--- src/source/rvdiv_pkg.sv ---
package rvdiv_pkg;

    // datapath and side-band widths
    localparam int XLEN    = 32;
    localparam int TAG_W   = 5;
    // decode + 32 array stages + result register
    localparam int DIV_LAT = 34;

    // register-register major opcode
    localparam logic [6:0] OPC_OP    = 7'b0110011;
    // funct7 shared by all M-extension ops
    localparam logic [6:0] F7_MULDIV = 7'b0000001;

    // divide group funct3 codes, bit 2 always set
    localparam logic [2:0] F3_DIV    = 3'b100;
    localparam logic [2:0] F3_DIVU   = 3'b101;
    localparam logic [2:0] F3_REM    = 3'b110;
    localparam logic [2:0] F3_REMU   = 3'b111;

    // R-type field layout, msb first
    typedef struct packed {
        logic [6:0] funct7;
        logic [4:0] rs2;
        logic [4:0] rs1;
        logic [2:0] funct3;
        logic [4:0] rd;
        logic [6:0] opcode;
    } rtype_t;

    // one instruction word, seen raw or split into fields
    typedef union packed {
        logic [31:0] raw;
        rtype_t      r;
    } instr_u;

    // bits that ride along with each operation
    typedef struct packed {
        logic             is_rem;    // return remainder instead of quotient
        logic             quo_neg;   // negate quotient at the end
        logic             rem_neg;   // negate remainder at the end
        logic             div_zero;  // divisor was zero
        logic [TAG_W-1:0] tag;       // destination tag
    } div_side_t;

    // word handed from one divider stage to the next
    typedef struct packed {
        logic [XLEN-1:0] rem;   // partial remainder
        logic [XLEN-1:0] quo;   // quotient bits so far
        logic [XLEN-1:0] dvd;   // dividend bits not yet consumed, msb first
        logic [XLEN-1:0] dvs;   // divisor magnitude
        div_side_t       side;
    } div_stage_t;

endpackage

--- src/source/div_result.sv ---
`timescale 1ns/1ps

module div_result (
    input  logic                           clk,
    input  logic                           rstn,
    input  logic                           res_valid,
    input  rvdiv_pkg::div_stage_t          res,
    output logic                           out_valid,
    output logic [rvdiv_pkg::XLEN-1:0]     out_result,
    output logic [rvdiv_pkg::TAG_W-1:0]    out_tag
);

    logic [rvdiv_pkg::XLEN-1:0] quo_fix;
    logic [rvdiv_pkg::XLEN-1:0] rem_fix;
    logic [rvdiv_pkg::XLEN-1:0] result_nxt;

    // quo_neg is already cleared by decode on divide by zero
    assign quo_fix = res.side.quo_neg ? (~res.quo + 1'b1) : res.quo;
    assign rem_fix = res.side.rem_neg ? (~res.rem + 1'b1) : res.rem;

    // overflow case lands here as 0x80000000 / rem 0 with no extra logic
    assign result_nxt = res.side.is_rem ? rem_fix : quo_fix;

    always_ff @(posedge clk or negedge rstn) begin
        if (!rstn) begin
            out_valid  <= 1'b0;
            out_result <= '0;
            out_tag    <= '0;
        end else begin
            out_valid <= res_valid;
            if (res_valid) begin
                out_result <= result_nxt;
                out_tag    <= res.side.tag;
            end
        end
    end

endmodule

--- config.mk ---
export PLATFORM = sky130hd
export DESIGN_NAME = div_result
export DESIGN_NICKNAME = d
export VERILOG_FILES = /design/src/source/rvdiv_pkg.sv /design/src/source/div_result.sv
export SDC_FILE = /design/constraint.sdc
export NUM_CORES = 1
export LEC_CHECK = 0
export ABC_AREA = 1
export BUFFER_PORTS_ARGS = -buffer_cell sky130_fd_sc_hd__buf_4
export CORE_ASPECT_RATIO = 0.75
export CORE_MARGIN = 2
export CORE_UTILIZATION = 44
export CTS_CLUSTER_SIZE = 20
export DETAILED_ROUTE_END_ITERATION = 8
export PLACE_DENSITY = 0.75
export SLEW_MARGIN = 20
export SYNTH_ARGS = -nofsm -noshare
export SYNTH_HDL_FRONTEND = slang
export SYNTH_SLANG_ARGS = --single-unit
export TNS_END_PERCENT = 10
--- constraint.sdc ---
create_clock -name clk -period 1.4 [get_ports clk]
set_input_delay 0 -clock clk [delete_from_list [all_inputs] [get_ports clk]]
set_output_delay 0 -clock clk [all_outputs]
set_load 0.01 [all_outputs]
==> impl_metrics.tcl <==
set metrics [dict create \
    cp.depth 14 \
    antenna_left 0 \
    ctsRootBufferMaster "clkbuf_8" \
    cts_tree "done" \
    vias 4674 \
    grt_pass1_wl_mm 20.2 \
    worstSetupStartpointType "input pin" \
    synth_nets 780 \
    period_share_pct 84.4 \
    power.density_nw_per_um2 735 \
    yosysTopAreaCellShare_pct 25.7 \
    crit_type "input pin to register" \
    n_fill_cell 816 \
    pwr-share-comb_pct 36.5 \
    maxCapViolCount 0 \
    syn_to_final_growth_pct 30.5 \
    cts_resized 0 \
    slew_violations 0 \
    leakage_nw 2.52 \
    reg2reg_depth 2 \
    core-area_um2 8020 \
    seqPwrFrac_pct 36.5 \
    start_util_pct 46.2 \
    clockBufferDepth 2 \
    path_cells "buf_4 > inv_1 > ha_1 > nand3_1 > clkinv_1 > nand2_2 > o21bai_4 > buf_12 > nand3_1 > nand2_1 > nand3_1 > nand2_1 > nand2_1 > nand2_1" \
    antenna_found_initial 0 \
    first_iter_violations 407 \
    hold_ws_ps 1.50 \
    wire_per_inst_um 14.6 \
    synth_flop_cell "dfrtp_1" \
    antenna_cells 0 \
    ios 178 \
    rows 28 \
    htree_num_levels 2 \
    place.gp.congestion 0.970 \
    syn_inst 638 \
    worstPathMaxFanout 14 \
    clk_pin_slew_ps 70 \
    p_switching_w 0.00120 \
    async_flop_share_pct 100 \
    synth.ff_latch_count 38 \
    drt-total-wl_mm 12.6 \
    p_int_w 0.00236 \
    yosysUniqueCellTypes 32 \
    dieArea_um2 9180 \
    post-cts-setup-buffers 0 \
    setup_viol 0 \
    synthTopCellsByArea "dfrtp_1 26%, nand2_1 22%, nand3_1 12%" \
    pwr-share-clk_pct 27.0 \
    slew-limit-headroom_pct 67.0 \
    firstDrtPassIters 5 \
    yosysMostFrequentCell "nand2_1" \
    min_path_type "input pin to register" \
    synth-warning-count 0 \
    placed_cells 852 \
    ir_worst_vdd_v 0.000485 \
    cp_top_family "simple AND/OR/NAND/NOR gates" \
    r2r_setup_slack_ps 720 \
    fin_crit_ps 1180 \
    slowest_delay_ps 180 \
    drc 0 \
    grt_pass1_vias 4125 \
    yosysTopAreaCell "dfrtp_1" \
    holdPathStages 3 \
    slowest_stage "ha_1" \
    die-height_um 83.5 \
    drive_above_1_share_pct 21.2 \
    cp.required_ps 1630 \
    grt-ovfl-total 0 \
    dpl.hpwl_mm 10.3 \
    path_common_cell "nand2_1" \
    hold_buffers 6 \
    fmax_ghz 0.847 \
    clock_skew_ps 0 \
    port_buffers 112 \
    netSwitchingFraction_pct 33.7 \
    cp-end-kind "register" \
    layout.nets 902 \
    status "finished clean" \
    die_x_um 110 \
    tightest_slew_ps 496 \
    fin_cells 865 \
    clock_latency_ps 280 \
    ys_seq_area_share_pct 25.7 \
    via_per_inst 5.40 \
    synth_edf_count 0 \
    cts_buffers 5 \
    grt_max_degree 39 \
    rsz0062_at_grt "false" \
    avgSynthCellArea_um2 5.81 \
    hold_viol_final 0 \
    arrival_ps 1410 \
    cts_sinks 38 \
    synth_common_cells "218 x nand2_1, 91 x nand3_1, 88 x nor2_1" \
    track_usage_pct 27.9 \
    path_buf_inv 4 \
    synth_area_um2 3700 \
]
[area by class of cell]
cell class | count | area (um^2) | area share [%]
Multi-Input combinational cell | 520 | 2350 | 48.6
Timing Repair Buffer | 138 | 1080 | 22.3
Sequential cell | 38 | 951 | 19.7
Inverter | 57 | 214 | 4.42
Tap cell | 105 | 131 | 2.72
Clock buffer | 6 | 82.6 | 1.71
Clock inverter | 1 | 30.0 | 0.621
[placed cells by master (no fill, tap or decap), drive strengths merged]
cell type,synthesis,layout
nand2,228,228
buf,12,132
nor2,93,93
nand3,91,91
inv,55,55
o21ai,40,40
dfrtp,38,38
a21oi,17,17
nand4,17,17
a31oi,14,14
nand3b,7,7
clkbuf,11,6
dlygate4sd3,0,6
a21o,3,3
and2,2,2
clkinv,2,2
nor3,2,2
ha,2,2
o21bai,2,2
or2,2,2
bufinv,0,1
[metrics by stage]
stage / power, W / setup WS (ps) / area, um^2 / TNS [ps] / utilization, %
2_1_floorplan: 0.00195 / 234 / 3700 / 0 / -
6_report: 0.00355 / 219 / 4840 / 0 / 60.3
3_3_place_gp: 0.00256 / -61.0 / 4660 / -127 / 58.1
5_1_grt: 0.00375 / 59.0 / 4840 / 0 / 60.3
4_1_cts: 0.00356 / 231 / 4840 / 0 / 60.3
3_5_place_dp: 0.00259 / -84.3 / 4660 / -226 / 58.1
[registers in the layout, indices dropped and copies added (netlist names)]
name / cells
out_result: 32
out_tag: 5
out_valid: 1
[per-layer routing]
layer | routed length, um | track usage, % | share of wire [%]
met5 | 0 | 0 | 0
met4 | 148 | 5.87 | 1.2
met3 | 1130 | 4.06 | 8.9
met2 | 5380 | 40.4 | 43
met1 | 5990 | 43.4 | 47
[logic make-up (layout without fill, tap and decap cells)]
logic type                 Yosys count  after routing  synth area share [%]
buffers and inverters               80            202                  10.9
DFF                                 38             38                  25.7
and+or+nand+nor                    442            442                  51.2
adders and majority gates            2              2                 0.675
AOI/OAI and AO/OA                   76             76                  11.6
[worst min-delay path, delay by kind of cell]
kind,cells,cell delay [ps]
buffers and inverters,1,80
and+or+nand+nor,1,30
AOI/OAI and AO/OA,1,130
[power groups by stage]
stage	registers [W]	logic [W]	clock network (W)
after floorplan	0.00137	0.000586	0
after global placement	0.00131	0.00124	0
after detailed placement	0.00132	0.00127	0
after CTS	0.00130	0.00129	0.000970
after global routing	0.00131	0.00143	0.00101
final	0.00130	0.00130	0.000959
[worst paths after layout]
| check | endpoint | startpoint |
|---|---|---|
| worst max-delay path | out_result[24] | res[105] |
| worst min-delay path | out_result[0] | res[105] |
| worst max register to register | out_result[19] | out_result[19] |
| worst min register to register | out_tag[3] | out_tag[3] |
| max in group asynchronous | out_tag[3] | rstn |
| min in group asynchronous | out_result[6] | rstn |
No activity file was read; power rests on OpenSTA's default activity.
