--- config.mk ---
export PLATFORM = sky130hd
export DESIGN_NAME = div_decode
export DESIGN_NICKNAME = d
export VERILOG_FILES = /design/src/source/rvdiv_pkg.sv /design/src/source/div_decode.sv
export SDC_FILE = /design/constraint.sdc
export NUM_CORES = 1
export LEC_CHECK = 0
export ABC_AREA = 1
export BUFFER_PORTS_ARGS = -buffer_cell sky130_fd_sc_hd__buf_2
export CAP_MARGIN = 20
export CORE_UTILIZATION = 50
export CTS_BUF_LIST = sky130_fd_sc_hd__clkbuf_8 sky130_fd_sc_hd__clkbuf_16
export CTS_CLUSTER_DIAMETER = 150
export CTS_CLUSTER_SIZE = 20
export DETAILED_ROUTE_END_ITERATION = 16
export GPL_TIMING_DRIVEN = 1
export PLACE_DENSITY = 0.85
export SETUP_SLACK_MARGIN = 0.3
export SKIP_LAST_GASP = 1
export SYNTH_ARGS = -nofsm -noshare
export SYNTH_HDL_FRONTEND = slang
export SYNTH_SLANG_ARGS = --single-unit
--- constraint.sdc ---
create_clock -name clk -period 1.2 [get_ports clk]
set_clock_uncertainty 0.15 [all_clocks]
set_input_delay 0.24 -clock clk [delete_from_list [all_inputs] [get_ports clk]]
set_output_delay 0.24 -clock clk [all_outputs]
set_load 0.01 [all_outputs]
--- src/source/rvdiv_pkg.sv ---
package rvdiv_pkg;

    // datapath and side-band widths
    localparam int XLEN    = 32;
    localparam int TAG_W   = 5;
    // decode + 32 array stages + result register
    localparam int DIV_LAT = 34;

    // register-register major opcode
    localparam logic [6:0] OPC_OP    = 7'b0110011;
    // funct7 shared by all M-extension ops
    localparam logic [6:0] F7_MULDIV = 7'b0000001;

    // divide group funct3 codes, bit 2 always set
    localparam logic [2:0] F3_DIV    = 3'b100;
    localparam logic [2:0] F3_DIVU   = 3'b101;
    localparam logic [2:0] F3_REM    = 3'b110;
    localparam logic [2:0] F3_REMU   = 3'b111;

    // R-type field layout, msb first
    typedef struct packed {
        logic [6:0] funct7;
        logic [4:0] rs2;
        logic [4:0] rs1;
        logic [2:0] funct3;
        logic [4:0] rd;
        logic [6:0] opcode;
    } rtype_t;

    // one instruction word, seen raw or split into fields
    typedef union packed {
        logic [31:0] raw;
        rtype_t      r;
    } instr_u;

    // bits that ride along with each operation
    typedef struct packed {
        logic             is_rem;    // return remainder instead of quotient
        logic             quo_neg;   // negate quotient at the end
        logic             rem_neg;   // negate remainder at the end
        logic             div_zero;  // divisor was zero
        logic [TAG_W-1:0] tag;       // destination tag
    } div_side_t;

    // word handed from one divider stage to the next
    typedef struct packed {
        logic [XLEN-1:0] rem;   // partial remainder
        logic [XLEN-1:0] quo;   // quotient bits so far
        logic [XLEN-1:0] dvd;   // dividend bits not yet consumed, msb first
        logic [XLEN-1:0] dvs;   // divisor magnitude
        div_side_t       side;
    } div_stage_t;

endpackage

--- src/source/div_decode.sv ---
`timescale 1ns/1ps

module div_decode (
    input  logic                           clk,
    input  logic                           rstn,
    input  logic                           in_valid,
    input  rvdiv_pkg::instr_u              in_instr,
    input  logic [rvdiv_pkg::XLEN-1:0]     in_rs1,
    input  logic [rvdiv_pkg::XLEN-1:0]     in_rs2,
    input  logic [rvdiv_pkg::TAG_W-1:0]    in_tag,
    output logic                           req_valid,
    output rvdiv_pkg::div_stage_t          req
);

    logic                       is_div;
    logic                       is_signed;
    logic                       rs1_neg;
    logic                       rs2_neg;
    logic [rvdiv_pkg::XLEN-1:0] rs1_mag;
    logic [rvdiv_pkg::XLEN-1:0] rs2_mag;
    logic                       zero_dvs;
    rvdiv_pkg::div_stage_t      req_nxt;

    // DIV/DIVU/REM/REMU all have funct3[2] set, MUL group has it clear
    assign is_div = (in_instr.r.opcode == rvdiv_pkg::OPC_OP)
                 && (in_instr.r.funct7 == rvdiv_pkg::F7_MULDIV)
                 && in_instr.r.funct3[2];

    // funct3[0] clear means the signed form
    assign is_signed = (in_instr.r.funct3 == rvdiv_pkg::F3_DIV)
                    || (in_instr.r.funct3 == rvdiv_pkg::F3_REM);

    assign rs1_neg = is_signed & in_rs1[rvdiv_pkg::XLEN-1];
    assign rs2_neg = is_signed & in_rs2[rvdiv_pkg::XLEN-1];

    // two's complement magnitudes, 0x80000000 maps onto itself
    assign rs1_mag = rs1_neg ? (~in_rs1 + 1'b1) : in_rs1;
    assign rs2_mag = rs2_neg ? (~in_rs2 + 1'b1) : in_rs2;

    assign zero_dvs = (in_rs2 == '0);

    always_comb begin
        req_nxt               = '0;   // rem and quo start at zero
        req_nxt.dvd           = rs1_mag;
        req_nxt.dvs           = rs2_mag;
        req_nxt.side.is_rem   = (in_instr.r.funct3 == rvdiv_pkg::F3_REM)
                             || (in_instr.r.funct3 == rvdiv_pkg::F3_REMU);
        // leave the all-ones quotient alone on divide by zero
        req_nxt.side.quo_neg  = (rs1_neg ^ rs2_neg) & ~zero_dvs;
        req_nxt.side.rem_neg  = rs1_neg;   // remainder follows dividend sign
        req_nxt.side.div_zero = zero_dvs;
        req_nxt.side.tag      = in_tag;
    end

    always_ff @(posedge clk or negedge rstn) begin
        if (!rstn) begin
            req_valid <= 1'b0;
            req       <= '0;
        end else begin
            req_valid <= in_valid & is_div;   // anything else is dropped here
            if (in_valid && is_div) begin
                req <= req_nxt;
            end
        end
    end

endmodule

==> results.sh, run 1 <==
export IMPL_synthCells=785
export IMPL_synthMostInstantiatedCell="nand2_1"
export IMPL_grt_max_degree=19
export IMPL_haltStage="global routing"
export IMPL_synth_ff_type="dfrtp_1"
export IMPL_die_h_um=105
export IMPL_clkSinkCount=74
export IMPL_synth_top_cell_area_share_pct=35.2
export IMPL_io_pins=242
export IMPL_synth_mux_area_share_pct=0.190
export IMPL_start_util_pct=51.1
export IMPL_synth_seq_area_share_pct=35.2
export IMPL_first_error="[ERROR GRT-0232] Routing congestion too high. Check the congestion heatmap in the GUI."
export IMPL_grt_overflow=22
export IMPL_synth_cell_types=32
export IMPL_synth_edf_count=0
export IMPL_syn_area_per_cell_um2=6.70
export IMPL_synthesis_area_um2=5260
export IMPL_die_x_um=105
export IMPL_place_congestion=0.930
export IMPL_worst_ep_kind="register input"
export IMPL_grt_worst_endpoint="req[46]$_DFFE_PN0P_/D"
export IMPL_synth_top_family_by_area="simple AND/OR/NAND/NOR gates"
export IMPL_synth_fa_ha_area_share_pct=0.476
export IMPL_cts_root_buf="clkbuf_8"
export IMPL_clock_path_buffers=2
export IMPL_dpl_hpwl_um=12000
export IMPL_async_flop_share_pct=100
export IMPL_synth_simple_area_share_pct=40.1
export IMPL_synth_area_leaders="dfrtp_1 (35%), nand2_1 (19%), buf_4 (9.3%)"
export IMPL_synth_seq_cells=74
export IMPL_yosysTopAreaCell="dfrtp_1"
export IMPL_synthXorXnorAreaFrac_pct=2.67
export IMPL_rows=37
export IMPL_status="aborted with a tool error"
export IMPL_pre_cts_ws_ns=-0.449
export IMPL_io_buffers=162
export IMPL_track_usage_pct=76.9
export IMPL_synth_common_cells="nand2_1 (272), nor2_1 (94), nand3_1 (84)"
export IMPL_htree_levels=3
export IMPL_synth_compound_gate_area_share_pct=5.47
export IMPL_numCtsBuffers=9
export IMPL_ys_warn_count=0
-- routing by layer --
layer	GRT overflow	global-route usage, %
met2	12	93.8
met5	0	33.8
met3	0	63.1
met1	0	75.4
met4	10	75.9
-- timing repair --
| action | in CTS |
|---|---|
| gates resized for setup | 185 |
| cloned | 18 |
| buffers inserted | 37 |
| endpoints found under the setup margin | 148 |
| endpoints found under the hold margin | 80 |
| pin swaps | 56 |
| hold buffers | 3 |
-- cells by family after synthesis --
| logic type | after synthesis |
|---|---|
| buffers and inverters | 142 |
| flip-flops | 74 |
| other | 1 |
| AND/OR/NAND/NOR | 494 |
| adder cells (fa/ha/maj) | 2 |
| AO/OA/AOI/OAI | 55 |
| XOR/XNOR | 16 |
| multiplexers | 1 |
-- stage by stage --
stage / hold WS, ns / cells / TNS, ns / area, um^2
detailed placement: -0.00292 / 1168 / -27.13 / 7000
CTS: -0.375 / 1242 / -5.32 / 8590
global placement: -0.00686 / 1168 / -24.44 / 7000
floorplan: -0.206 / 848 / -5.61 / 5800
==> inputs of run 2 (changes only) <==
--- a/config.mk
+++ b/config.mk
@@ -8,14 +8,10 @@
 export ABC_AREA = 1
 export BUFFER_PORTS_ARGS = -buffer_cell sky130_fd_sc_hd__buf_2
 export CAP_MARGIN = 20
-export CORE_UTILIZATION = 50
-export CTS_BUF_LIST = sky130_fd_sc_hd__clkbuf_8 sky130_fd_sc_hd__clkbuf_16
-export CTS_CLUSTER_DIAMETER = 150
-export CTS_CLUSTER_SIZE = 20
+export CORE_UTILIZATION = 35
 export DETAILED_ROUTE_END_ITERATION = 16
 export GPL_TIMING_DRIVEN = 1
-export PLACE_DENSITY = 0.85
-export SETUP_SLACK_MARGIN = 0.3
+export PLACE_DENSITY_LB_ADDON = 0.15
 export SKIP_LAST_GASP = 1
 export SYNTH_ARGS = -nofsm -noshare
 export SYNTH_HDL_FRONTEND = slang
==> run 2 against run 1 <==
  * Synthesized cell count is the same
  * The flow now finishes, with violations (negative setup slack)
  * Area after synthesis is the same
==> results.sh, run 2 <==
export IMPL_required_ns=1.33
export IMPL_slew_violations=0
export IMPL_die_x_um=125
export IMPL_grt_max_degree=75
export IMPL_hold_viol=0
export IMPL_place_congestion=0.881
export IMPL_n_fill_cell=1340
export IMPL_violations="negative setup slack"
export IMPL_fin_nets=1244
export IMPL_synth_seq_cells=74
export IMPL_io_buffers=162
export IMPL_power_density_nw_per_um2=724
export IMPL_cts_tree="done"
export IMPL_numCtsBuffers=9
export IMPL_synthMostInstantiatedCell="nand2_1"
export IMPL_synth_ff_type="dfrtp_1"
export IMPL_mostFrequentLayoutCell="nand2_1"
export IMPL_synth_edf_count=0
export IMPL_dr_pass1_iters=5
export IMPL_fin_cells=1327
export IMPL_synth_area_leaders="dfrtp_1 (35%), nand2_1 (19%), buf_4 (9.3%)"
export IMPL_syn_area_per_cell_um2=6.70
export IMPL_diodes=0
export IMPL_cpMaxStageDelayCell="buf_4"
export IMPL_clkSinkCount=74
export IMPL_vias_per_cell=4.68
export IMPL_track_usage_pct=22.7
export IMPL_reg_top3="req x73, req_valid x1"
export IMPL_max_vdd_ir_drop_mv=0.671
export IMPL_core_um2=14600
export IMPL_grt_pass1_wl_um=27800
export IMPL_end_kind="flip-flop"
export IMPL_cap_violations=0
export IMPL_synth_common_cells="nand2_1 (272), nor2_1 (94), nand3_1 (84)"
export IMPL_start_util_pct=36.0
export IMPL_io_pins=242
export IMPL_area_growth_pct=74.5
export IMPL_htree_levels=3
export IMPL_grt_overflow=0
export IMPL_die_h_um=125
export IMPL_drc_errors=0
export IMPL_critical_path_max_stage_delay_ns=0.20
export IMPL_synthesis_area_um2=5260
export IMPL_die_area_um2=15500
export IMPL_yosysTopAreaCell="dfrtp_1"
export IMPL_worstSkewPairLatency_ns=0.34
export IMPL_synth_top_cell_area_share_pct=35.2
export IMPL_ys_warn_count=0
export IMPL_crit_top_cell="buf_12"
export IMPL_grt_pass1_vias=5519
export IMPL_p_leak_nw=4.99
export IMPL_dpl_hpwl_um=12300
export IMPL_synth_seq_area_share_pct=35.2
export IMPL_fin_crit_sh_pct=112
export IMPL_async_flop_share_pct=100
export IMPL_setup_ws_ns=-0.139
export IMPL_vias=6204
export IMPL_synth_cell_types=32
export IMPL_largest_reg_flops=73
export IMPL_final_antenna_net_count=0
export IMPL_hold_class="primary input to flip-flop"
export IMPL_holdWs_ns=0.0125
export IMPL_setup_viol=138
export IMPL_rows=44
export IMPL_worstPathCellList="buf_6 -> nor2_4 -> nand3b_1 -> nor2_1 -> nand4_1 -> buf_4 -> inv_8 -> buf_12 -> buf_12 -> nand3_4 -> nand2_2"
export IMPL_min_period_ns=1.34
export IMPL_antenna_found_initial=0
export IMPL_wl_per_cell_um=14.3
export IMPL_cts_root_buf="clkbuf_16"
export IMPL_synthCells=785
export IMPL_dpl_cell_count=1219
export IMPL_clk_pin_slew_ns=0.06
export IMPL_start_kind="primary input"
export IMPL_arrival_ns=1.47
export IMPL_rsz0062_at_grt="true"
export IMPL_rrSetupSlack_ns=0.17
export IMPL_clock_path_buffers=2
export IMPL_drt_iter0_drc=250
export IMPL_largest_register="req"
export IMPL_critical_path_class="primary input to flip-flop"
export IMPL_max_freq_ghz=0.747
export IMPL_layout_common_cells="nand2_1 (219), buf_4 (156), buf_2 (143), dfrtp_1 (74), nor2_1 (70)"
export IMPL_worstPathMaxFanout=8
export IMPL_status="complete, but fails checks"
export IMPL_drive_above_1_share_pct=47.2
export IMPL_drt_wl_total_um=19000
==> run 2: where the power goes <==
part / internal, mW / total, mW / switching [mW]
sequential: 2.50 / 2.50 / 0.00102
clock: 1.68 / 2.75 / 1.07
combinational: 0.613 / 1.39 / 0.781
==> run 2: kinds of logic after synthesis <==
family,Yosys count,synth area share (%)
compound gates,55,5.47
xor+xnor,16,2.67
fa+ha+maj,2,0.476
buf+inv,142,15.8
flops,74,35.2
mux,1,0.190
other cells,1,0.0713
simple gates,494,40.1
==> run 2: path summary, 6_finish.rpt <==
path,startpoint,depth (start not counted),end
min,in_rs1[2],3,req[43]$_DFFE_PN0P_
max,in_instr[27],11,req[27]$_DFFE_PN0P_
min in group asynchronous,rstn,3,req[60]$_DFFE_PN0P_
min reg2reg,req[26]$_DFFE_PN0P_,2,req[26]$_DFFE_PN0P_
max in group asynchronous,rstn,3,req[17]$_DFFE_PN0P_
max reg2reg,req[50]$_DFFE_PN0P_,4,req[50]$_DFFE_PN0P_
==> run 2: area by class of cell <==
| type | count | area (um^2) | area share [%] |
|---|---|---|---|
| tap | 184 | 230 | 2.51 |
| multi-input combinational | 632 | 3510 | 38.3 |
| inverter | 54 | 262 | 2.85 |
| clock buffer | 15 | 298 | 3.25 |
| sequential | 74 | 1850 | 20.2 |
| clock inverter | 1 | 5.00 | 0.0546 |
| timing repair buffer | 367 | 3010 | 32.9 |
==> run 2: worst max-delay path: cells and delay by family <==
| family | cells | cell delay (ns) |
|---|---|---|
| buffers and inverters | 5 | 0.62 |
| and+or+nand+nor | 6 | 0.61 |
==> run 2: through the flow <==
step	setup TNS [ns]	setup WS (ns)	utilization [%]	instance area, um^2	power, mW
3_5_place_dp	-29.97	-0.482	48.6	7080	3.71
2_1_floorplan	-4.87	-0.153	-	5750	3.26
4_1_cts	-6.63	-0.108	55.7	8130	6.55
3_3_place_gp	-29.43	-0.494	48.6	7080	3.71
6_report	-7.58	-0.139	62.9	9170	6.64
5_1_grt	-13.19	-0.185	62.9	9170	6.96
==> run 2: routing by layer <==
metal	global-route usage, %	wire length (um)	up-vias
li1	-	-	3090
met3	4.25	1120	21
met5	0	0	-
met1	30.8	8650	2874
met2	35.6	8900	219
met4	8.65	329	0
==> run 2: what timing repair did <==
action / CTS / global route
cloned: 6 / 8
setup buffers: 37 / 36
hold endpoints to repair: 80 / 0
endpoints found under the setup margin: 138 / 138
gates resized for setup: 61 / 168
hold buffers: 7 / 0
pin swaps: 21 / 89
Note: power is estimated with default switching activity, not from simulation.
==> inputs of run 3 (changes only) <==
--- a/config.mk
+++ b/config.mk
@@ -8,7 +8,9 @@
 export ABC_AREA = 1
 export BUFFER_PORTS_ARGS = -buffer_cell sky130_fd_sc_hd__buf_2
 export CAP_MARGIN = 20
-export CORE_UTILIZATION = 35
+export CELL_PAD_IN_SITES_DETAIL_PLACEMENT = 2
+export CELL_PAD_IN_SITES_GLOBAL_PLACEMENT = 2
+export CORE_UTILIZATION = 26
 export DETAILED_ROUTE_END_ITERATION = 16
 export GPL_TIMING_DRIVEN = 1
 export PLACE_DENSITY_LB_ADDON = 0.15
==> run 3 against run 2 <==
  * The run still ends with negative setup slack left
  * Non-clock buffer count increased by 8
  * First-iteration DRC count decreased by 9.2%
  * Power increased by 5.2%
  * Die area increased by 34%
  * Cell area increased by 2.7%
  * Core utilization decreased by 15 points
  * Routed wire length increased by 84%
  * Clock power about the same
  * Cell count increased by 6.7%
  * Clock-buffer cell count decreased by 2
  * Critical path depth decreased by 2
==> results.sh, run 3 (synthesis gave the netlist of run 2 again) <==
export IMPL_status="complete, but fails checks"
export IMPL_violations="negative setup slack"
export IMPL_grt_pass1_vias=7035
export IMPL_drive_above_1_share_pct=48.2
export IMPL_r2r_start="req[55]$_DFFE_PN0P_"
export IMPL_start_kind="primary input"
export IMPL_cts_root_buf="clkbuf_16"
export IMPL_die_h_um=144
export IMPL_final_antenna_net_count=0
export IMPL_mostFrequentLayoutCell="nand2_1"
export IMPL_rsz0062_at_grt="true"
export IMPL_max_vdd_ir_drop_mv=0.724
export IMPL_grt_pass1_wl_um=39100
export IMPL_numCtsBuffers=9
export IMPL_largest_register="req"
export IMPL_p_leak_nw=4.99
export IMPL_io_buffers=162
export IMPL_p_seq_share_pct=35.7
export IMPL_hold_class="primary input to flip-flop"
export IMPL_min_period_ns=1.52
export IMPL_worstPathCellList="buf_6 -> nor2_4 -> nand3b_1 -> nor2_2 -> nand2_4 -> buf_12 -> a21oi_1 -> o21ai_1 -> nand2_1"
export IMPL_dr_pass1_iters=5
export IMPL_cpMaxStageDelayCell="nor2_2"
export IMPL_antenna_found_initial=0
export IMPL_cap_violations=0
export IMPL_drt_iter0_drc=227
export IMPL_swShare_pct=33.2
export IMPL_critical_path_class="primary input to flip-flop"
export IMPL_layout_common_cells="nand2_1 (237), buf_4 (170), buf_2 (123), dfrtp_1 (74), conb_1 (64)"
export IMPL_critical_path_max_stage_delay_ns=0.27
export IMPL_crit_cells=9
export IMPL_startpoint="in_instr[28]"
export IMPL_track_usage_pct=25.1
export IMPL_dpl_hpwl_um=16700
export IMPL_io_pins=242
export IMPL_tns_ns=-23.77
export IMPL_path_delay_family="simple AND/OR/NAND/NOR gates"
export IMPL_clock_path_buffers=2
export IMPL_cts_tree="done"
export IMPL_die_area_um2=20800
export IMPL_switching_power_mw=2.32
export IMPL_rrSetupSlack_ns=0.05
export IMPL_drc_errors=0
export IMPL_largest_reg_flops=73
export IMPL_grt_overflow=0
export IMPL_fin_nets=1252
export IMPL_max_freq_ghz=0.657
export IMPL_htree_levels=3
export IMPL_arrival_ns=1.67
export IMPL_clkSinkCount=74
export IMPL_reg_top3="req x73, req_valid x1"
export IMPL_diodes=0
export IMPL_pwr_share_clk_pct=39.0
export IMPL_crit_path_end="req[43]$_DFFE_PN0P_"
export IMPL_grt_max_degree=57
export IMPL_core_um2=19700
export IMPL_total_power_mw=6.99
export IMPL_start_util_pct=26.7
export IMPL_end_kind="flip-flop"
export IMPL_place_congestion=0.817
export IMPL_worstSkewPairLatency_ns=0.36
export IMPL_power_density_nw_per_um2=742
export IMPL_die_x_um=144
export IMPL_r2r_worst_path_cells=4
export IMPL_worstPathMaxFanout=7
export IMPL_slew_violations=0
export IMPL_hold_viol=0
export IMPL_vias=7146
export IMPL_crit_buf_inv=2
export IMPL_worstReg2RegEnd="req[55]$_DFFE_PN0P_"
export IMPL_pwr_share_comb_pct=25.3
export IMPL_setup_viol=148
export IMPL_fin_crit_sh_pct=127
export IMPL_wl_per_cell_um=24.7
export IMPL_area_growth_pct=79.2
export IMPL_vias_per_cell=5.05
export IMPL_clk_pin_slew_ns=0.07
export IMPL_drt_wl_total_um=35000
export IMPL_required_ns=1.35
export IMPL_power_internal_mw=4.67
export IMPL_rows=51
export IMPL_setup_ws_ns=-0.321
==> run 3: worst min path at each step <==
stage / cells past startpoint / from / end
final: 4 / in_rs1[29] / req[70]$_DFFE_PN0P_
after floorplan: 0 / rstn / req[0]$_DFFE_PN0P_
after global routing: 4 / in_rs1[29] / req[70]$_DFFE_PN0P_
after detailed placement: 2 / rstn / req[41]$_DFFE_PN0P_
after global placement: 2 / rstn / req[43]$_DFFE_PN0P_
after CTS: 4 / in_rs1[29] / req[70]$_DFFE_PN0P_
==> run 3: layout make-up <==
class | count | area, um^2
clock buffer | 13 | 250
timing repair buffer | 375 | 3110
clock inverter | 3 | 15.0
multi-input combinational | 632 | 3590
inverter | 54 | 274
tap | 265 | 332
sequential | 74 | 1850
fill | 2211 | 10200
==> run 3: routing by layer <==
metal / up-vias / routed length (um) / global-route usage (%)
li1: 3089 / - / -
met1: 3633 / 13900 / 30.3
met2: 302 / 17500 / 46.3
met3: 122 / 1890 / 2.88
met4: 0 / 1660 / 7.53
met5: - / 0 / 0
==> run 3: repair_timing <==
action | 4_1_cts | 5_1_grt
hold buffers | 8 | 0
cloned | 6 | 6
pin swaps | 42 | 78
buffers inserted | 43 | 26
endpoints found under the hold margin | 81 | 0
endpoints found under the setup margin | 122 | 144
resized for setup | 110 | 164
==> run 3: power groups by stage <==
stage	sequential [mW]	clock [mW]	combinational, mW
after floorplan	2.55	0	0.713
after global placement	2.54	0	1.23
after detailed placement	2.54	0	1.26
after CTS	2.50	2.68	1.47
after global routing	2.50	2.81	1.87
final	2.50	2.73	1.77
==> run 3: through the flow <==
step                      instance area (um^2)  hold WS [ns]  util, %  worst slack, ns  instances
after global routing                      9420        0.0656     47.9           -0.429       1416
after floorplan                           5750        -0.206        -           -0.153        848
after detailed placement                  7230        0.0991     36.8           -0.491       1311
final                                     9420        0.0452     47.9           -0.321       1416
after global placement                    7230        0.0954     36.8           -0.440       1311
after CTS                                 8480        0.0389     43.2           -0.116       1384
==> run 3: worst reg2reg max path, delay by kind of cell, from the launching register on <==
family                 cells  cell delay [ns]
flip-flops                 1             0.42
buffers and inverters      2             0.28
AND/OR/NAND/NOR            2             0.17
